<file path="src/hdl/vn_lut_pkg.sv">
`default_nettype none

package vn_lut_pkg;

	// Message and table widths
	localparam int QUAN_SIZE       = 3;
	localparam int LUT_PORT_SIZE   = 3;
	localparam int ENTRY_ADDR      = 5;
	localparam int MULTI_FRAME_NUM = 2;
	localparam int PAGE_W          = ENTRY_ADDR - $clog2(MULTI_FRAME_NUM);
	localparam int NUM_PORTS       = 4;

	// AXI4-Lite
	localparam int         AXI_ADDR_W  = 8;
	localparam int         AXI_DATA_W  = 32;
	localparam logic [1:0] RESP_OKAY   = 2'b00;
	localparam logic [1:0] RESP_SLVERR = 2'b10;

	// One variable-node unit input, y0 msb is the sign
	typedef struct packed {
		logic                 transpose_en;
		logic [QUAN_SIZE-1:0] y0;
		logic [QUAN_SIZE-1:0] y1;
	} vn_msg_t;

	// Towards the decision stage
	typedef struct packed {
		logic [QUAN_SIZE-1:0] t_c;
		logic [QUAN_SIZE-1:0] t_c_din;
		logic                 transpose_en;
	} vn_ch_out_t;

	typedef struct packed {
		logic [PAGE_W-1:0] page;
		logic              bank;
	} lut_addr_t;

	// Same page and offset in both banks
	typedef struct packed {
		logic                     we;
		logic [PAGE_W-1:0]        page;
		logic                     offset;
		logic [LUT_PORT_SIZE-1:0] data0;
		logic [LUT_PORT_SIZE-1:0] data1;
	} lut_wr_t;

endpackage

`default_nettype wire

</file>
<file path="src/hdl/vn_addr_bus.sv">
`timescale 1ns/1ps
`default_nettype none

module vn_addr_bus
	import vn_lut_pkg::*;
(
	input  wire [QUAN_SIZE-2:0] y0_low,
	input  wire [QUAN_SIZE-1:0] y1,
	output lut_addr_t           addr
);

	// Stored half table layout
	// bank from the lowest y1 bit, page from what is left
	always_comb begin
		addr.bank = y1[0];
		addr.page = {y0_low, y1[QUAN_SIZE-1:1]};
	end

endmodule

`default_nettype wire

</file>
<file path="src/hdl/vn_lut_rank.sv">
`timescale 1ns/1ps
`default_nettype none

module vn_lut_rank
	import vn_lut_pkg::*;
(
	input  wire                                          read_clk,
	input  wire lut_addr_t [NUM_PORTS-1:0]               rd_addr,
	input  wire                                          rd_offset,
	output logic [NUM_PORTS-1:0][LUT_PORT_SIZE-1:0]      rd_data,
	input  wire lut_wr_t                                 wr
);

	// Two frames of pages per bank, frame offset on top
	logic [LUT_PORT_SIZE-1:0] bank0_mem [1 << ENTRY_ADDR];
	logic [LUT_PORT_SIZE-1:0] bank1_mem [1 << ENTRY_ADDR];

	////////////////////
	// Write port

	// One request fills both banks
	always_ff @(posedge read_clk) begin
		if (wr.we) begin
			bank0_mem[{wr.offset, wr.page}] <= wr.data0;
			bank1_mem[{wr.offset, wr.page}] <= wr.data1;
		end
	end

	////////////////////
	// Read ports

	// All ports share the frame offset
	always_comb begin
		for (int i = 0; i < NUM_PORTS; i++) begin
			if (rd_addr[i].bank) begin
				rd_data[i] = bank1_mem[{rd_offset, rd_addr[i].page}];
			end else begin
				rd_data[i] = bank0_mem[{rd_offset, rd_addr[i].page}];
			end
		end
	end

endmodule

`default_nettype wire

</file>
<file path="src/hdl/sym_vn_lut_out.sv">
`timescale 1ns/1ps
`default_nettype none

module sym_vn_lut_out
	import vn_lut_pkg::*;
(
	input  wire                           read_clk,
	input  wire                           rst_n,
	input  wire vn_msg_t [NUM_PORTS-1:0]  msg_in,
	input  wire                           read_addr_offset,
	input  wire lut_wr_t                  wr,
	output vn_ch_out_t [NUM_PORTS-1:0]    ch_out,
	output logic                          read_addr_offset_out
);

	// Folded message pair of one port
	typedef struct packed {
		logic                 msb;
		logic [QUAN_SIZE-2:0] y0_low;
		logic [QUAN_SIZE-1:0] y1;
	} fold_t;

	fold_t [NUM_PORTS-1:0]                  fold;
	fold_t [NUM_PORTS-1:0]                  fold_p0;
	logic                                   offset_p0;
	lut_addr_t [NUM_PORTS-1:0]              rd_addr;
	logic [NUM_PORTS-1:0][LUT_PORT_SIZE-1:0] lut_out;
	logic [NUM_PORTS-1:0][LUT_PORT_SIZE-1:0] lut_out_p1;
	logic [NUM_PORTS-1:0]                   msb_p1;
	logic                                   offset_p1;

	////////////////////
	// Fold onto the stored half

	always_comb begin
		for (int i = 0; i < NUM_PORTS; i++) begin
			fold[i].msb    = msg_in[i].transpose_en ^ msg_in[i].y0[QUAN_SIZE-1];
			// Magnitude bits flipped by the sign
			fold[i].y0_low = msg_in[i].y0[QUAN_SIZE-2:0] ^
				{(QUAN_SIZE-1){msg_in[i].y0[QUAN_SIZE-1]}};
			fold[i].y1     = fold[i].msb ? ~msg_in[i].y1 : msg_in[i].y1;
		end
	end

	// Stage 0
	always_ff @(posedge read_clk) begin
		if (!rst_n) begin
			fold_p0   <= '0;
			offset_p0 <= 1'b0;
		end else begin
			fold_p0   <= fold;
			offset_p0 <= read_addr_offset;
		end
	end

	////////////////////
	// Address mapping and table read

	for (genvar gi = 0; gi < NUM_PORTS; gi++) begin : g_addr
		vn_addr_bus u_addr_bus (
			.y0_low (fold_p0[gi].y0_low),
			.y1     (fold_p0[gi].y1),
			.addr   (rd_addr[gi])
		);
	end

	vn_lut_rank u_lut_rank (
		.read_clk  (read_clk),
		.rd_addr   (rd_addr),
		.rd_offset (offset_p0),
		.rd_data   (lut_out),
		.wr        (wr)
	);

	// Stage 1, fold flag and offset follow the entries
	always_ff @(posedge read_clk) begin
		if (!rst_n) begin
			lut_out_p1 <= '0;
			msb_p1     <= '0;
			offset_p1  <= 1'b0;
		end else begin
			lut_out_p1 <= lut_out;
			for (int i = 0; i < NUM_PORTS; i++) begin
				msb_p1[i] <= fold_p0[i].msb;
			end
			offset_p1 <= offset_p0;
		end
	end

	////////////////////
	// Unfold

	always_comb begin
		for (int i = 0; i < NUM_PORTS; i++) begin
			ch_out[i].t_c          = msb_p1[i] ? ~lut_out_p1[i] : lut_out_p1[i];
			// Decision node wants the raw entry
			ch_out[i].t_c_din      = lut_out_p1[i];
			ch_out[i].transpose_en = msb_p1[i];
		end
	end

	assign read_addr_offset_out = offset_p1;

endmodule

`default_nettype wire

</file>
<file path="src/hdl/vn_lut_axil_wr.sv">
`timescale 1ns/1ps
`default_nettype none

module vn_lut_axil_wr
	import vn_lut_pkg::*;
(
	input  wire                   read_clk,
	input  wire                   rst_n,
	// Write address, data and response
	input  wire  [AXI_ADDR_W-1:0] awaddr,
	input  wire                   awvalid,
	output logic                  awready,
	input  wire  [AXI_DATA_W-1:0] wdata,
	input  wire                   wvalid,
	output logic                  wready,
	output logic [1:0]            bresp,
	output logic                  bvalid,
	input  wire                   bready,
	// Read channel of a write-only table
	input  wire  [AXI_ADDR_W-1:0] araddr,
	input  wire                   arvalid,
	output logic                  arready,
	output logic [AXI_DATA_W-1:0] rdata,
	output logic [1:0]            rresp,
	output logic                  rvalid,
	input  wire                   rready,
	output lut_wr_t               wr
);

	logic                     aw_start;
	logic                     wr_accept;
	logic                     addr_bad;
	logic                     we_q;
	logic [PAGE_W-1:0]        page_q;
	logic                     offset_q;
	logic [LUT_PORT_SIZE-1:0] data0_q;
	logic [LUT_PORT_SIZE-1:0] data1_q;

	// Open both channels only while no response is pending
	assign aw_start  = awvalid & wvalid & ~awready & ~bvalid;
	assign wr_accept = awready & awvalid & wready & wvalid;
	assign addr_bad  = awaddr > 8'h7f;

	////////////////////
	// Write path

	always_ff @(posedge read_clk) begin
		if (!rst_n) begin
			awready <= 1'b0;
			wready  <= 1'b0;
			bvalid  <= 1'b0;
			bresp   <= RESP_OKAY;
			we_q    <= 1'b0;
		end else begin
			awready <= aw_start;
			wready  <= aw_start;
			we_q    <= wr_accept & ~addr_bad;
			if (wr_accept) begin
				bvalid <= 1'b1;
				bresp  <= addr_bad ? RESP_SLVERR : RESP_OKAY;
			end else if (bready) begin
				bvalid <= 1'b0;
			end
		end
	end

	// Page in bits 5..2, frame offset in bit 6
	always_ff @(posedge read_clk) begin
		if (wr_accept) begin
			page_q   <= awaddr[PAGE_W+1:2];
			offset_q <= awaddr[PAGE_W+2];
			data0_q  <= wdata[LUT_PORT_SIZE-1:0];
			data1_q  <= wdata[2*LUT_PORT_SIZE-1:LUT_PORT_SIZE];
		end
	end

	assign wr = '{we: we_q, page: page_q, offset: offset_q, data0: data0_q, data1: data1_q};

	////////////////////
	// Read path

	// Any address is refused the same way
	always_ff @(posedge read_clk) begin
		if (!rst_n) begin
			arready <= 1'b0;
			rvalid  <= 1'b0;
		end else begin
			arready <= arvalid & ~arready & ~rvalid;
			if (arready & arvalid) begin
				rvalid <= 1'b1;
			end else if (rready) begin
				rvalid <= 1'b0;
			end
		end
	end

	assign rdata = '0;
	assign rresp = RESP_SLVERR;

endmodule

`default_nettype wire

</file>
<file path="src/hdl/vn_lut_top.sv">
`timescale 1ns/1ps
`default_nettype none

module vn_lut_top
	import vn_lut_pkg::*;
(
	input  wire                           read_clk,
	input  wire                           rst_n,
	// AXI4-Lite slave
	input  wire  [AXI_ADDR_W-1:0]         awaddr,
	input  wire                           awvalid,
	output logic                          awready,
	input  wire  [AXI_DATA_W-1:0]         wdata,
	input  wire                           wvalid,
	output logic                          wready,
	output logic [1:0]                    bresp,
	output logic                          bvalid,
	input  wire                           bready,
	input  wire  [AXI_ADDR_W-1:0]         araddr,
	input  wire                           arvalid,
	output logic                          arready,
	output logic [AXI_DATA_W-1:0]         rdata,
	output logic [1:0]                    rresp,
	output logic                          rvalid,
	input  wire                           rready,
	// Lookup
	input  wire vn_msg_t [NUM_PORTS-1:0]  msg_in,
	input  wire                           read_addr_offset,
	output vn_ch_out_t [NUM_PORTS-1:0]    ch_out,
	output logic                          read_addr_offset_out
);

	lut_wr_t lut_wr;

	vn_lut_axil_wr u_axil_wr (
		.read_clk (read_clk),
		.rst_n    (rst_n),
		.awaddr   (awaddr),
		.awvalid  (awvalid),
		.awready  (awready),
		.wdata    (wdata),
		.wvalid   (wvalid),
		.wready   (wready),
		.bresp    (bresp),
		.bvalid   (bvalid),
		.bready   (bready),
		.araddr   (araddr),
		.arvalid  (arvalid),
		.arready  (arready),
		.rdata    (rdata),
		.rresp    (rresp),
		.rvalid   (rvalid),
		.rready   (rready),
		.wr       (lut_wr)
	);

	sym_vn_lut_out u_lut_out (
		.read_clk             (read_clk),
		.rst_n                (rst_n),
		.msg_in               (msg_in),
		.read_addr_offset     (read_addr_offset),
		.wr                   (lut_wr),
		.ch_out               (ch_out),
		.read_addr_offset_out (read_addr_offset_out)
	);

endmodule

`default_nettype wire

</file>
<file path="config.mk">
export PLATFORM = sky130hd
export DESIGN_NAME = vn_lut_top
export DESIGN_NICKNAME = d
export VERILOG_FILES = /design/src/hdl/vn_lut_pkg.sv /design/src/hdl/vn_addr_bus.sv /design/src/hdl/vn_lut_rank.sv /design/src/hdl/sym_vn_lut_out.sv /design/src/hdl/vn_lut_axil_wr.sv /design/src/hdl/vn_lut_top.sv
export SDC_FILE = /design/constraint.sdc
export NUM_CORES = 1
export LEC_CHECK = 0
export BUFFER_PORTS_ARGS = -buffer_cell sky130_fd_sc_hd__buf_2
export CAP_MARGIN = 20
export CELL_PAD_IN_SITES_DETAIL_PLACEMENT = 1
export CELL_PAD_IN_SITES_GLOBAL_PLACEMENT = 1
export CORE_MARGIN = 2
export CORE_UTILIZATION = 35
export CTS_CLUSTER_DIAMETER = 120
export DETAILED_ROUTE_END_ITERATION = 7
export HOLD_SLACK_MARGIN = 0.12
export PLACE_DENSITY_LB_ADDON = 0.1
export SLEW_MARGIN = 10
export SYNTH_ARGS = -nofsm -noshare
export SYNTH_HDL_FRONTEND = slang
export SYNTH_SLANG_ARGS = --single-unit
</file>
<file path="constraint.sdc">
create_clock -name read_clk -period 2.5 [get_ports read_clk]
set_input_delay 0.375 -clock read_clk [delete_from_list [all_inputs] [get_ports read_clk]]
set_output_delay 0.375 -clock read_clk [all_outputs]
set_load 0.03 [all_outputs]
</file>
==> qor.csv, run 1 <==
stage,metric,value,unit
finish,antenna_cells,0,
finish,final_cell_mix,"203 x edfxtp_1, 202 x mux4_2, 82 x buf_2, 70 x buf_4, 49 x mux2i_1",
detailed_routing,drt-total-wl,48.6,mm
clock_network,cts_tree,yes,
floorplan,io_pins,154,
placed_design,gp_routability_congestion,0.849,
synthesis,syn_avg_cell_area,16.9,um2
outcome,status,finished clean,
synthesis,ys_seq_elements,251,
timing,finalHoldViolCount,0,
floorplan,die_w,208,um
timing,rsz0062_at_grt,no,
detailed_routing,initialDrtViolationCount,898,
global_route,grt_start_max_net_pins,35,
synthesis,syn-cell-area,14500,um2
clock_network,numCtsBuffers,30,
critical_path,critPathMaxFanout,18,
timing,drv_slew,0,
critical_path,reg2reg_slack,200,ps
global_route,grt_use_total,22.7,%
detailed_routing,routedWlPerCell,30.8,um
floorplan,die_area,43100,um2
placed_design,hpwl,34.3,mm
synthesis,synth_top_cell_area_share,42.0,%
detailed_routing,first_pass_iters,6,
finish,drive_gt1_share,42.6,%
detailed_routing,detail_route.vias_per_cell,5.81,
detailed_routing,dr_total_vias,9154,
critical_path,path_class,register to register,
run,max-cap-violations,0,
finish,syn2layout_area_growth,19.3,%
pwr,ir_worst_vdd,0.484,mV
global_route,antenna_found_initial,1,
detailed_routing,ant_nets,0,
synthesis,synthArstFlopShare,0,%
finish,fillers,4024,
timing,finalSetupTns,0,ps
floorplan,die_y,208,um
timing,worstMarginPinSlew,735,ps
critical_path,cp_data_arrival_time,2740,ps
pwr,power_density,676,nW/um2
finish,final_common_cell,edfxtp_1,
timing,finalClockSkew,21.3,ps
synthesis,synth_cells,861,
clock_network,path_clk_slew,60,ps
floorplan,core_area,40800,um2
synthesis,synth_warnings,0,
synthesis,synth_edf_count,203,
worst_hold_path,hp-class,input pin to register,
global_route,grt_pass1_wl,70.7,mm
placed_design,port-buffer-count,82,
clock_network,htreeDepth,1,
synthesis,synth.distinct_cells,52,
finish,final_cell_area,17300,um2
floorplan,initial_core_util,35.5,%
finish,nNetsFinal,1104,
finish,final_util,42.4,%
timing,fin_crit_sh,92.0,%
pwr,p_leak,5.86,nW
clock_network,clock_sinks,251,
synthesis,synth_ff_type,edfxtp_1,
placed_design,placed_area,15900,um2
timing,max_freq,0.435,GHz
clock_network,cts-root-buf,clkbuf_16,
timing,setup_slack,201,ps
placed_design,dpl_worst_slack,217,ps
critical_path,crit_path_start_kind,register,
global_route,grt_pass1_vias,9627,
clock_network,cts_setup_buffers,0,
timing,slew-limit-headroom,51.0,%
global_route,overflow,0,
clock_network,worstSkewPairLatency,590,ps
detailed_routing,drc,0,
synthesis,ys_seq_area_share,48.6,%
timing,fin_crit,2300,ps
synthesis,synth.largest_area_cell,edfxtp_1,
critical_path,required,2940,ps
floorplan,num_rows,74,
critical_path,cp-end-kind,register,
clock_network,cts.path.max_buffers,3,
synthesis,synth.area.top_cells,"edfxtp_1 42%, mux4_2 31%, dfxtp_1 6.6%",
timing,setup_viol,0,
cell usage after synthesis (2+ instances only):
cell type,count
a22oi_1,7
a21boi_0,2
mux4_2,202
buf_4,41
and2_1,30
conb_1,2
nor2b_1,10
mux2_2,7
dfxtp_1,48
mux4_1,7
o32ai_1,2
o21ai_1,5
nand3b_1,6
nand2b_1,9
nor3_1,2
nand4_1,2
a221o_1,2
buf_6,8
xor2_1,36
buf_1,5
o221ai_1,4
edfxtp_1,203
buf_2,30
nor2_1,39
a211o_1,2
nand2_1,19
and3_1,2
o211ai_1,5
or3b_2,3
nor3b_1,3
o21ai_0,3
mux2i_1,49
a31oi_1,2
o22ai_1,5
or2_2,2
clkbuf_1,20
a21oi_1,14
inv_1,2
nand3_1,8
cells by family (layout without fill, tap and decap cells):
logic type / count (synthesis) / count (layout) / synth area share, %
compound gates: 62 / 62 / 3.05
xor+xnor: 36 / 36 / 2.17
buf+inv: 107 / 257 / 4.50
flops: 251 / 251 / 48.6
mux: 265 / 265 / 36.5
other cells: 2 / 35 / 0.0518
simple gates: 138 / 138 / 5.04
stage by stage:
step | hold WS [ps] | power (mW) | instances
floorplan | 412 | 6.27 | 894
global placement | 416 | 7.03 | 1489
detailed placement | 422 | 7.02 | 1489
CTS | 120 | 11.8 | 1576
global route | 139 | 12.1 | 1576
finish | 136 | 11.7 | 1576
what timing repair did:
item | 4_1_cts | 5_1_grt
endpoints found under the hold margin | 31 | 0
resized for setup | 0 | 0
hold buffers | 31 | 0
state kept, by name, summed over array words and instances (netlist names), named ones only:
name	count
u_axil_wr.arready	1
u_axil_wr.offset_q	1
u_lut_out.ch_out	12
u_lut_out.u_lut_rank.bank0_mem	96
u_axil_wr.awready	1
u_lut_out.offset_p0	1
u_axil_wr.bresp	1
u_axil_wr.data0_q	3
u_axil_wr.we_q	1
u_axil_wr.page_q	4
u_lut_out.msb_p1	4
u_axil_wr.data1_q	3
u_axil_wr.bvalid	1
u_lut_out.read_addr_offset_out	1
u_lut_out.u_lut_rank.bank1_mem	96
u_axil_wr.rvalid	1
u_lut_out.fold_p0	16
final timing paths:
| path | from | end | cells after the start |
|---|---|---|---|
| min | msg_in[3] | register | 3 |
| max reg2reg | register | u_lut_out.ch_out[16] | 5 |
| min reg2reg | u_lut_out.fold_p0[5] | u_lut_out.msb_p1[0] | 1 |
| max | register | u_lut_out.ch_out[16] | 5 |
critical path: stages, from the launching register on:
cell	delay, ps
dfxtp_2	590
buf_4	400
mux4_2	400
mux4_2	530
nand4_1	110
o211ai_1	90
per-layer routing:
metal | part of all wire (%) | up-vias | track usage, %
met5 | 0 | - | 0
met4 | 2.8 | 0 | 6.53
met3 | 6.8 | 65 | 3.84
met2 | 46 | 384 | 35.4
met1 | 44 | 4862 | 32.7
li1 | - | 3843 | -
power breakdown:
group          internal [mW]  switching, mW
Combinational           1.04           1.26
Sequential              4.55          0.108
Clock                   2.92           1.83
Total                   8.52           3.19
area by class of cell:
| type | count | area, um2 | share of cell area [%] |
|---|---|---|---|
| Multi-Input combinational cell | 536 | 6920 | 40.0 |
| Timing Repair Buffer | 198 | 1550 | 8.93 |
| Clock inverter | 14 | 156 | 0.903 |
| Sequential cell | 251 | 7070 | 40.8 |
| Inverter | 3 | 11.3 | 0.0650 |
| Clock buffer | 42 | 938 | 5.42 |
| Tap cell | 532 | 666 | 3.85 |
Power figures use the tool's default switching activity.
==> run 2, diff against run 1 <==
- MAX_ROUTING_LAYER: unset -> met4
==> run 2 against run 1 <==
Clock power hardly changed; clock-buffer cell count is the same; utilization is the same; largest power group unchanged.
==> qor.csv, run 2 (same netlist as run 1, synthesis figures left out) <==
stage,metric,value,unit
floorplan,io_pins,154,
detailed_routing,dr_total_vias,9209,
finish,fillers,4024,
placed_design,port-buffer-count,82,
floorplan,core_area,40800,um2
critical_path,required,2960,ps
detailed_routing,drt-total-wl,48.7,mm
finish,final_cells,1576,
run,max-cap-violations,0,
detailed_routing,ant_nets,0,
global_route,grt_start_max_net_pins,35,
clock_network,cts.path.max_buffers,3,
finish,syn2layout_area_growth,19.3,%
timing,slew-limit-headroom,53.1,%
floorplan,die_w,208,um
global_route,grt_pass1_wl,70.7,mm
timing,finalHoldViolCount,0,
global_route,overflow,0,
timing,max_freq,0.429,GHz
worst_hold_path,min_path_cells,3,
detailed_routing,first_pass_iters,5,
timing,fin_crit_sh,93.3,%
detailed_routing,routedWlPerCell,30.9,um
finish,nNetsFinal,1104,
clock_network,path_clk_slew,60,ps
worst_hold_path,hp-class,input pin to register,
clock_network,htreeDepth,1,
finish,drive_gt1_share,42.6,%
clock_network,worstSkewPairLatency,590,ps
critical_path,r2r_end,u_lut_out.ch_out[15],
finish,final_common_cell,edfxtp_1,
timing,setup_viol,0,
finish,antenna_cells,0,
critical_path,r2r_cells,6,
global_route,antenna_found_initial,1,
clock_network,numCtsBuffers,30,
pwr,finalPower,11.7,mW
floorplan,die_y,208,um
placed_design,placedCellCount,1489,
timing,rsz0062_at_grt,no,
detailed_routing,detail_route.vias_per_cell,5.84,
pwr,power_density,677,nW/um2
timing,fin_crit,2330,ps
clock_network,cts_tree,yes,
finish,final_cell_mix,"203 x edfxtp_1, 202 x mux4_2, 82 x buf_2, 70 x buf_4, 49 x mux2i_1",
timing,finalClockSkew,21.9,ps
worst_hold_path,hp-start,msg_in[3],
critical_path,cp-end-kind,register,
global_route,grt_pass1_vias,9603,
floorplan,die_area,43100,um2
clock_network,clock_sinks,251,
timing,setup_slack,168,ps
critical_path,crit_path_start_kind,register,
timing,worstMarginPinSlew,702,ps
critical_path,path_class,register to register,
pwr,ir_worst_vdd,0.485,mV
critical_path,reg2reg_slack,170,ps
floorplan,num_rows,74,
finish,reg_top3,"u_lut_out.u_lut_rank.bank0_mem x96, u_lut_out.u_lut_rank.bank1_mem x96, u_lut_out.fold_p0 x16",
detailed_routing,initialDrtViolationCount,937,
clock_network,cts_setup_buffers,0,
timing,finalSetupTns,0,ps
critical_path,cp_data_arrival_time,2790,ps
floorplan,initial_core_util,35.5,%
placed_design,gp_routability_congestion,0.862,
critical_path,critPathMaxFanout,16,
detailed_routing,drc,0,
critical_path,r2r-start,u_lut_out.fold_p0[13],
pwr,p_leak,5.86,nW
timing,drv_slew,0,
placed_design,hpwl,34.3,mm
outcome,status,finished clean,
placed_design,dpl_worst_slack,217,ps
clock_network,cts-root-buf,clkbuf_16,
clock_network,cts_resized,0,
global_route,grt_use_total,23.4,%
==> run 2: cell counts in the layout (fill, tap and decap cells not counted) <==
Identical to the previous run, type by type.
==> run 2: critical path, cell delays in order, from the launching register on <==
cell and delay [ps]:
dfxtp_2 340, buf_12 190, buf_4 250, mux4_2 570
o32ai_1 430, a22oi_1 140, a31o_1 260
==> run 2: power breakdown <==
part | switching [mW] | internal [mW] | leakage [nW]
combinational | 1.26 | 1.04 | 3.09
clock | 1.84 | 2.92 | 0.545
sequential | 0.108 | 4.55 | 2.23
==> run 2: how the worst max path moves through the flow <==
stage	startpoint	endpoint	depth (start not counted)
floorplan	u_lut_out.fold_p0[13]	u_lut_out.ch_out[17]	6
global placement	u_lut_out.fold_p0[13]	u_lut_out.ch_out[15]	6
detailed placement	register	u_lut_out.ch_out[16]	5
CTS	u_lut_out.fold_p0[13]	u_lut_out.ch_out[15]	6
global route	u_lut_out.fold_p0[13]	u_lut_out.ch_out[15]	6
finish	u_lut_out.fold_p0[13]	u_lut_out.ch_out[15]	6
==> run 2: timing repair <==
item / in CTS / in global routing
endpoints found under the hold margin: 31 / 0
hold buffers: 31 / 0
setup endpoints to repair: 0 / 0
==> run 2: final cells by class <==
cell class              count  area, um2  area share (%)
flip-flops and latches    251       7070            40.8
multi-input cells         536       6920            40.0
repair buffers            198       1550            8.93
clock buffers              42        938            5.42
well taps                 532        666            3.85
clock inverters            14        156           0.903
inverters                   3       11.3          0.0650
==> run 2: layer usage <==
layer | global-route usage (%) | wire (um) | vias to the layer above
met4 | 6.53 | 1380 | 0
met3 | 3.84 | 3400 | 73
met2 | 35.4 | 22700 | 406
met5 | - | 0 | -
li1 | - | - | 3841
met1 | 32.7 | 21200 | 4889
==> run 2: per-stage QoR <==
step                      area, um2  utilization, %  hold slack (ps)
after detailed placement      15900            39.0              422
after global routing          17300            42.4              139
final                         17300            42.4              135
after CTS                     17300            42.4              120
after floorplan               14600               -              412
after global placement        15900            39.0              416
==> run 3, diff against run 2 <==
- CTS_CLUSTER_SIZE: unset -> 12
- SYNTH_HIERARCHICAL: unset -> 1
==> run 3 against run 2 <==
Area after synthesis increased by 2.5%; first-iteration DRC count decreased by 5.5%; critical path depth unchanged; largest cell class is now multi-input combinational cells.
==> qor.csv, run 3 <==
stage,metric,value,unit
outcome,status,finished clean,
placed_design,hpwl,37.6,mm
critical_path,reg2reg_slack,40,ps
critical_path,cp_data_arrival_time,2890,ps
synthesis,ys_seq_elements,251,
synthesis,synth_ff_type,edfxtp_1,
synthesis,synth_cells,950,
placed_design,dpl_worst_slack,16.1,ps
critical_path,path_class,register to register,
finish,fillers,4158,
timing,finalClockSkew,24.6,ps
synthesis,synth_top_cell_area_share,41.0,%
timing,fin_crit,2460,ps
pwr,ir_worst_vdd,0.343,mV
synthesis,yosysMostFrequentCell,edfxtp_1,
clock_network,htreeDepth,1,
finish,reg_top3,"u_lut_out/u_lut_rank/bank0_mem x96, u_lut_out/u_lut_rank/bank1_mem x96, u_lut_out/fold_p0 x24",
worst_hold_path,hp-start,arvalid,
critical_path,required,2930,ps
timing,setup_slack,40.3,ps
timing,slew-limit-headroom,36.2,%
clock_network,cts.path.max_buffers,3,
global_route,overflow,0,
critical_path,r2r_end,u_lut_out/ch_out[3],
worst_hold_path,min_path_cells,2,
run,max-cap-violations,0,
floorplan,io_pins,154,
synthesis,synth.largest_area_cell,edfxtp_1,
synthesis,ys_seq_area_share,47.4,%
worst_hold_path,hp-class,input pin to register,
global_route,grt_pass1_vias,10200,
synthesis,syn-cell-area,14900,um2
detailed_routing,drc,0,
timing,finalSetupTns,0,ps
clock_network,cts-root-buf,clkbuf_16,
global_route,grt_use_total,24.4,%
finish,antenna_cells,0,
critical_path,critPathMaxFanout,8,
finish,nNetsFinal,1202,
critical_path,startpoint,u_lut_out/fold_p0[1],
detailed_routing,first_pass_iters,5,
pwr,finalPower,10.3,mW
synthesis,synth_warnings,6,
pwr,p_leak,5.94,nW
timing,worstMarginPinSlew,957,ps
timing,drv_slew,0,
clock_network,cts_tree,yes,
global_route,antenna_found_initial,1,
detailed_routing,drt-total-wl,51.5,mm
finish,final_common_cell,edfxtp_1,
floorplan,core_area,41900,um2
floorplan,die_area,44200,um2
clock_network,clock_sinks,251,
clock_network,cts_setup_buffers,0,
critical_path,path_cells,buf_12 -> mux4_1 -> mux4_2 -> or2_0 -> a32o_1 -> and2_1,
detailed_routing,routedWlPerCell,30.8,um
floorplan,die_w,210,um
placed_design,port-buffer-count,82,
detailed_routing,dr_total_vias,9880,
synthesis,synth.area.top_cells,"edfxtp_1 41%, mux4_2 28%, dfxtp_1 6.5%",
floorplan,die_y,210,um
finish,final_cell_mix,"203 x edfxtp_1, 188 x mux4_2, 110 x buf_4, 82 x buf_2, 51 x nor2_1",
timing,setup_viol,0,
critical_path,r2r_cells,6,
synthesis,synth_commonest_cells,"203 x edfxtp_1, 188 x mux4_2, 61 x buf_4, 51 x nor2_1",
timing,rsz0062_at_grt,no,
global_route,grt_start_max_net_pins,33,
synthesis,syn_avg_cell_area,15.7,um2
clock_network,numCtsBuffers,24,
global_route,grt_pass1_wl,74.3,mm
floorplan,initial_core_util,35.5,%
critical_path,cpLargestDelayFamily,multiplexers,
synthesis,synth_edf_count,203,
detailed_routing,ant_nets,0,
critical_path,r2r-start,u_lut_out/fold_p0[1],
floorplan,num_rows,75,
timing,max_freq,0.407,GHz
critical_path,crit_path_start_kind,register,
critical_path,critPathSlowestCell,mux4_1,
detailed_routing,initialDrtViolationCount,885,
timing,finalHoldViolCount,0,
placed_design,gp_routability_congestion,0.856,
synthesis,synthArstFlopShare,0,%
timing,fin_crit_sh,98.4,%
clock_network,worstSkewPairLatency,560,ps
worst_hold_path,holdPathEnd,u_axil_wr/arready,
critical_path,cp_num_buf_inv,1,
critical_path,cp-end-kind,register,
synthesis,synth.distinct_cells,55,
detailed_routing,detail_route.vias_per_cell,5.90,
pwr,power_density,590,nW/um2
critical_path,max_stage_delay,630,ps
finish,drive_gt1_share,41.5,%
finish,syn2layout_area_growth,18.0,%
clock_network,path_clk_slew,70,ps
## run 3: cell count changes in the layout (fill, tap and decap cells not counted), moves of 14 or more
cell      before  now
buf_4         70  110
clkbuf_1       1   18
xor2_1        36   20
o21ai_0        3   18
mux4_2       202  188
## run 3: timing repair
| item | CTS | global route |
|---|---|---|
| endpoints found under the setup margin | 0 | 9 |
| endpoints found under the hold margin | 28 | 0 |
| gates resized for setup | 0 | 12 |
| hold buffers | 30 | 0 |
## run 3: kinds of logic (layout without fill, tap and decap cells)
group                     after synthesis  after routing  share of synthesized area (%)
AOI/OAI and AO/OA                      80             80                           3.89
xor gates and xnor gates               24             24                           1.61
buffers and inverters                 135            288                           5.53
DFF                                   251            251                           47.4
muxes                                 262            262                           34.5
other                                   2             35                         0.0505
and+or+nand+nor                       196            196                           7.01
## run 3: layout make-up
cell class	count	area (um2)	share of cell area [%]
Clock buffer	44	698	3.98
Sequential cell	251	7080	40.3
Multi-Input combinational cell	597	7150	40.7
Timing Repair Buffer	243	1950	11.1
Inverter	1	3.75	0.0214
Tap cell	539	674	3.84
## run 3: per-stage QoR
| step | utilization, % | hold slack (ps) | std cells | instance area [um2] |
|---|---|---|---|---|
| 2_1_floorplan | - | 412 | 983 | 15000 |
| 3_3_place_gp | 39.4 | 418 | 1601 | 16500 |
| 3_5_place_dp | 39.4 | 424 | 1601 | 16500 |
| 4_1_cts | 41.7 | 127 | 1675 | 17500 |
| 5_1_grt | 41.8 | 136 | 1675 | 17600 |
| 6_report | 41.8 | 156 | 1675 | 17600 |
## run 3: worst max-delay path by stage
stage / to / depth (start not counted)
finish: u_lut_out/ch_out[3] / 6
global route: u_lut_out/ch_out[2] / 7
CTS: u_lut_out/ch_out[22] / 6
detailed placement: u_lut_out/ch_out[22] / 6
global placement: u_lut_out/ch_out[22] / 6
floorplan: u_lut_out/ch_out[15] / 8
## run 3: power by group
| group | internal (mW) | leakage (nW) | total, mW | switching [mW] |
|---|---|---|---|---|
| Clock | 1.87 | 0.333 | 3.48 | 1.62 |
| Combinational | 1.03 | 3.38 | 2.23 | 1.19 |
| Sequential | 4.54 | 2.23 | 4.64 | 0.100 |
| Total | 7.44 | 5.94 | 10.3 | 2.91 |
## run 3: layer usage
metal	part of all wire [%]	track usage, %	wire length [um]
met1	42	32.1	21700
met2	48	39.4	24900
met4	3.7	8.68	1930
met3	5.7	2.65	2930
met5	0	-	0
